## src/lsu_macros.svh

```systemverilog
`ifndef LSU_MACROS_SVH
`define LSU_MACROS_SVH

// byte address width
`define LSU_ADDR_W      32

// one pipeline word
`define LSU_DATA_W      64

// direct-mapped index, 64 lines
`define LSU_INDEX_W     6

// 32-byte lines
`define LSU_LINE_WORDS  4

// event counter width
`define LSU_CNT_W       64

`endif

```

## src/lsu_pkg.sv

```systemverilog
`include "lsu_macros.svh"

package lsu_pkg;

    // byte address from execute
    typedef logic [`LSU_ADDR_W-1:0] addr_t;

    // one 64-bit word, load or store data
    typedef logic [`LSU_DATA_W-1:0] data_t;

    // access size in bits 1:0, unsigned load in bit 2
    typedef logic [2:0] funct3_t;

    // performance event count
    typedef logic [`LSU_CNT_W-1:0] cnt_t;

    // dcache controller states
    typedef enum logic [1:0] {
        C_IDLE,   // wait for request, then tag lookup
        C_REFILL, // burst read of a whole line
        C_WRITE,  // single beat store on the bus
        C_DONE    // answer the pipeline
    } cache_state_t;

endpackage

```

## src/perf_counters.sv

```systemverilog
`timescale 1ns/100ps

module perf_counters (
    input  logic          clk,
    input  logic          rst,
    input  logic          hit_pulse_i,  // one cycle per hit lookup
    input  logic          miss_pulse_i, // one cycle per miss lookup
    output lsu_pkg::cnt_t cache_hit_o,
    output lsu_pkg::cnt_t cache_miss_o
);

    lsu_pkg::cnt_t hit_cnt_q;
    lsu_pkg::cnt_t miss_cnt_q;

    always_ff @(posedge clk) begin
        if (rst) begin
            hit_cnt_q  <= '0;
            miss_cnt_q <= '0;
        end else begin
            if (hit_pulse_i)
                hit_cnt_q <= hit_cnt_q + 1'b1;
            if (miss_pulse_i)
                miss_cnt_q <= miss_cnt_q + 1'b1;
        end
    end

    assign cache_hit_o  = hit_cnt_q;
    assign cache_miss_o = miss_cnt_q;

endmodule

```

## config.mk

```make
export PLATFORM = sky130hd
export DESIGN_NAME = perf_counters
export DESIGN_NICKNAME = d
export VERILOG_FILES = /design/src/lsu_pkg.sv /design/src/perf_counters.sv
export VERILOG_INCLUDE_DIRS = /design/src
export SDC_FILE = /design/constraint.sdc
export NUM_CORES = 1
export LEC_CHECK = 0
export BUFFER_PORTS_ARGS = -buffer_cell sky130_fd_sc_hd__buf_2
export CORE_MARGIN = 8
export CORE_UTILIZATION = 59
export CTS_CLUSTER_DIAMETER = 150
export DETAILED_ROUTE_END_ITERATION = 8
export GPL_TIMING_DRIVEN = 0
export PLACE_DENSITY = 0.85
export SLEW_MARGIN = 20
export SYNTH_ARGS = -nofsm -noshare
export SYNTH_HDL_FRONTEND = slang
export SYNTH_SLANG_ARGS = --single-unit
```

## constraint.sdc

```tcl
create_clock -name clk -period 3.6 [get_ports clk]
set_input_delay 0.72 -clock clk [delete_from_list [all_inputs] [get_ports clk]]
set_output_delay 0.72 -clock clk [all_outputs]
set_load 0.01 [all_outputs]
```

==> impl_metrics.ini <==
[drt]
first_pass_iters = 5
drt-initial-drc-count = 567
routed_via_density = 6.29
route.antenna.remaining_nets = 0
via_count = 6628
wire_per_inst_um = 17.4
wl_um = 18400
drc = 0

[placed_design]
place.gp.congestion = 0.880
post-place-ws_ns = 0.704
io_buffers = 130
dp_hpwl_um = 13100

[logic_synthesis]
syn-num-nets = 763
ys_async_sr_fraction_pct = 0
ys_types = 43
synthTopCellsByArea = dfxtp_1 (41%), nand4_1 (5.7%), nor2_1 (5.4%)
synth_edf_count = 0
yosysTopAreaCell = dfxtp_1
syn_area_per_cell_um2 = 8.19
ys_seq_area_share_pct = 41.3
yosysMostFrequentCell = dfxtp_1
synth_cells = 757
synth_ff_type = dfxtp_1
syn_area_um2 = 6200
ys_ff_latch = 128
synth_top_area_share_pct = 41.3
synth_top_cells_by_count = dfxtp_1 (128), nor2_1 (90), nand4_1 (57)
yosys_warnings = 0

[clock_network]
cts_buffer_depth = 2
htreeDepth = 4
clockRootBuffer = clkbuf_8
cts_tree = yes
cts.repair.resized = 0
post_cts_buffers = 0
clock-sinks = 128
cts_inserted_buffers = 17
ctsHoldBuffers = 0
clock_latency_ns = 0.53
clk_pin_slew_worst_paths_ns = 0.06

[floorplanning]
core-area_um2 = 10300
num_rows = 37
io_pins = 132
die_h_um = 119
start_util_pct = 60.4
die_area_um2 = 14100
die_w_um = 119

[worst_setup_path]
cp_num_buf_inv = 1
critPathSlowestCell = or4_4
critPathMaxFanout = 7
critical_path.max_stage_delay_ns = 0.56
cp.arrival_ns = 3.26
critPathRequiredTime_ns = 4.05
cp_top_family = simple AND/OR/NAND/NOR gates
critPathCaptureType = flop
worstSetupPathType = reg -> reg
critPathLaunchType = flop
reg2reg_from = cache_hit_o[0]$_SDFFE_PP0P_
cp-startpoint = cache_hit_o[0]$_SDFFE_PP0P_
worstPathCellList = ha_1 > nand4_1 > or4_4 > or3_1 > clkbuf_2 > or4_1 > a21oi_1

[global_routing]
track_usage_pct = 25.1
globalRoute.totalOverflow = 0
grt_pass1_vias = 6258
grt_pass1_wl_um = 29900
antenna_found_initial = 0
grt_max_degree = 17

[timing]
finClkSkew_ns = 0.0140
hold_viol = 0
hold_slack_ns = 0.503
timing.fmax_mhz = 356
fin_crit_sh_pct = 78.0
setup_violations = 0
drv_slew = 0
worst_pin_slew_ns = 0.971
finalCriticalPeriod_ns = 2.81
rsz0062_at_grt = false
slew_headroom_pct = 34.7
layout_setup_ws_ns = 0.793
setup_tns_ns = 0

[finish]
drive_gt1_share_pct = 19.0
fin_nets = 912
post-route-util_pct = 73.5
syn_to_final_growth_pct = 21.8
n_antenna_cell = 0

[power_and_ir_drop]
p_per_area_nw_per_um2 = 405
pwr-share-comb_pct = 2.0
p_switching_uw = 661
power.internal_mw = 2.40
max-vdd-ir-drop_mv = 0.236
sw_frac_of_total_pct = 21.6
pwr-share-clk_pct = 51.3
p_seq_share_pct = 46.7
leakagePower_nw = 2.74
total_power_mw = 3.06

[outcome]
status = completed

[min_path]
holdCritStartpoint = cache_hit_o[46]$_SDFFE_PP0P_
holdCritPathClass = reg -> reg

[run]
maxCapViolations = 0
[cells in the final DEF (no fill, tap or decap), types with 16 or more instances in the layout]
master	count
dfxtp_1	128
nor2_1	90
nand3_1	51
nand4_1	57
or4_1	18
a21oi_1	54
xnor2_1	34
o31ai_1	16
nor4_1	30
xor2_1	36
o21ai_0	37
clkbuf_1	29
clkbuf_16	16
buf_2	130
or3_1	39
nor3_1	21
nand2_1	49
[state kept, by name, indices dropped and copies added (netlist names)]
name,count
cache_hit_o,64
cache_miss_o,64
[power by group through the flow]
stage | clock [mW] | sequential [mW] | combinational, mW
after floorplan | 0 | 1.46 | 0.0351
after global placement | 0 | 1.46 | 0.0583
after detailed placement | 0 | 1.46 | 0.0602
after CTS | 1.57 | 1.43 | 0.0604
after global routing | 1.63 | 1.43 | 0.0662
final | 1.57 | 1.43 | 0.0610
[final timing paths]
check,to,slack (ns),cells after the start
setup / recovery,cache_hit_o[54]$_SDFFE_PP0P_,0.79,7
hold / removal,cache_hit_o[46]$_SDFFE_PP0P_,0.50,2
setup reg to reg,cache_hit_o[54]$_SDFFE_PP0P_,0.79,7
hold reg to reg,cache_hit_o[46]$_SDFFE_PP0P_,0.50,2
[layout make-up]
cell class,count,area [um2]
flip-flops and latches,128,2560
repair buffers,130,651
clock inverters,6,57.6
fillers,791,2720
plain buffers,29,131
inverters,12,45.0
multi-input cells,588,3460
clock buffers,25,474
well taps,136,170
[layer usage]
metal / GRT usage (%) / wire (um)
met5: 0 / 0
met4: 11.1 / 460
met3: 7.57 / 1680
met2: 42.2 / 8970
met1: 29.1 / 7280
[worst min-delay path, delay by kind of cell, from the launching register on]
| family | cells | cell delay (ns) |
|---|---|---|
| compound gates | 2 | 0.13 |
| flops | 1 | 0.33 |
[through the flow]
stage | area [um2] | std cells
floorplan | 6200 | 757
global placement | 7020 | 1023
detailed placement | 7020 | 1023
CTS | 7560 | 1054
global route | 7560 | 1054
finish | 7560 | 1054
[kinds of logic (layout without fill, tap and decap cells)]
| family | Yosys count | after routing | synth area share (%) |
|---|---|---|---|
| buf+inv | 41 | 202 | 2.84 |
| fa+ha+maj | 2 | 2 | 0.403 |
| mux | 2 | 2 | 0.323 |
| xor+xnor | 70 | 70 | 9.88 |
| flops | 128 | 128 | 41.3 |
| compound gates | 111 | 111 | 9.86 |
| simple gates | 403 | 403 | 35.4 |
No activity file was read; power rests on OpenSTA's default activity.
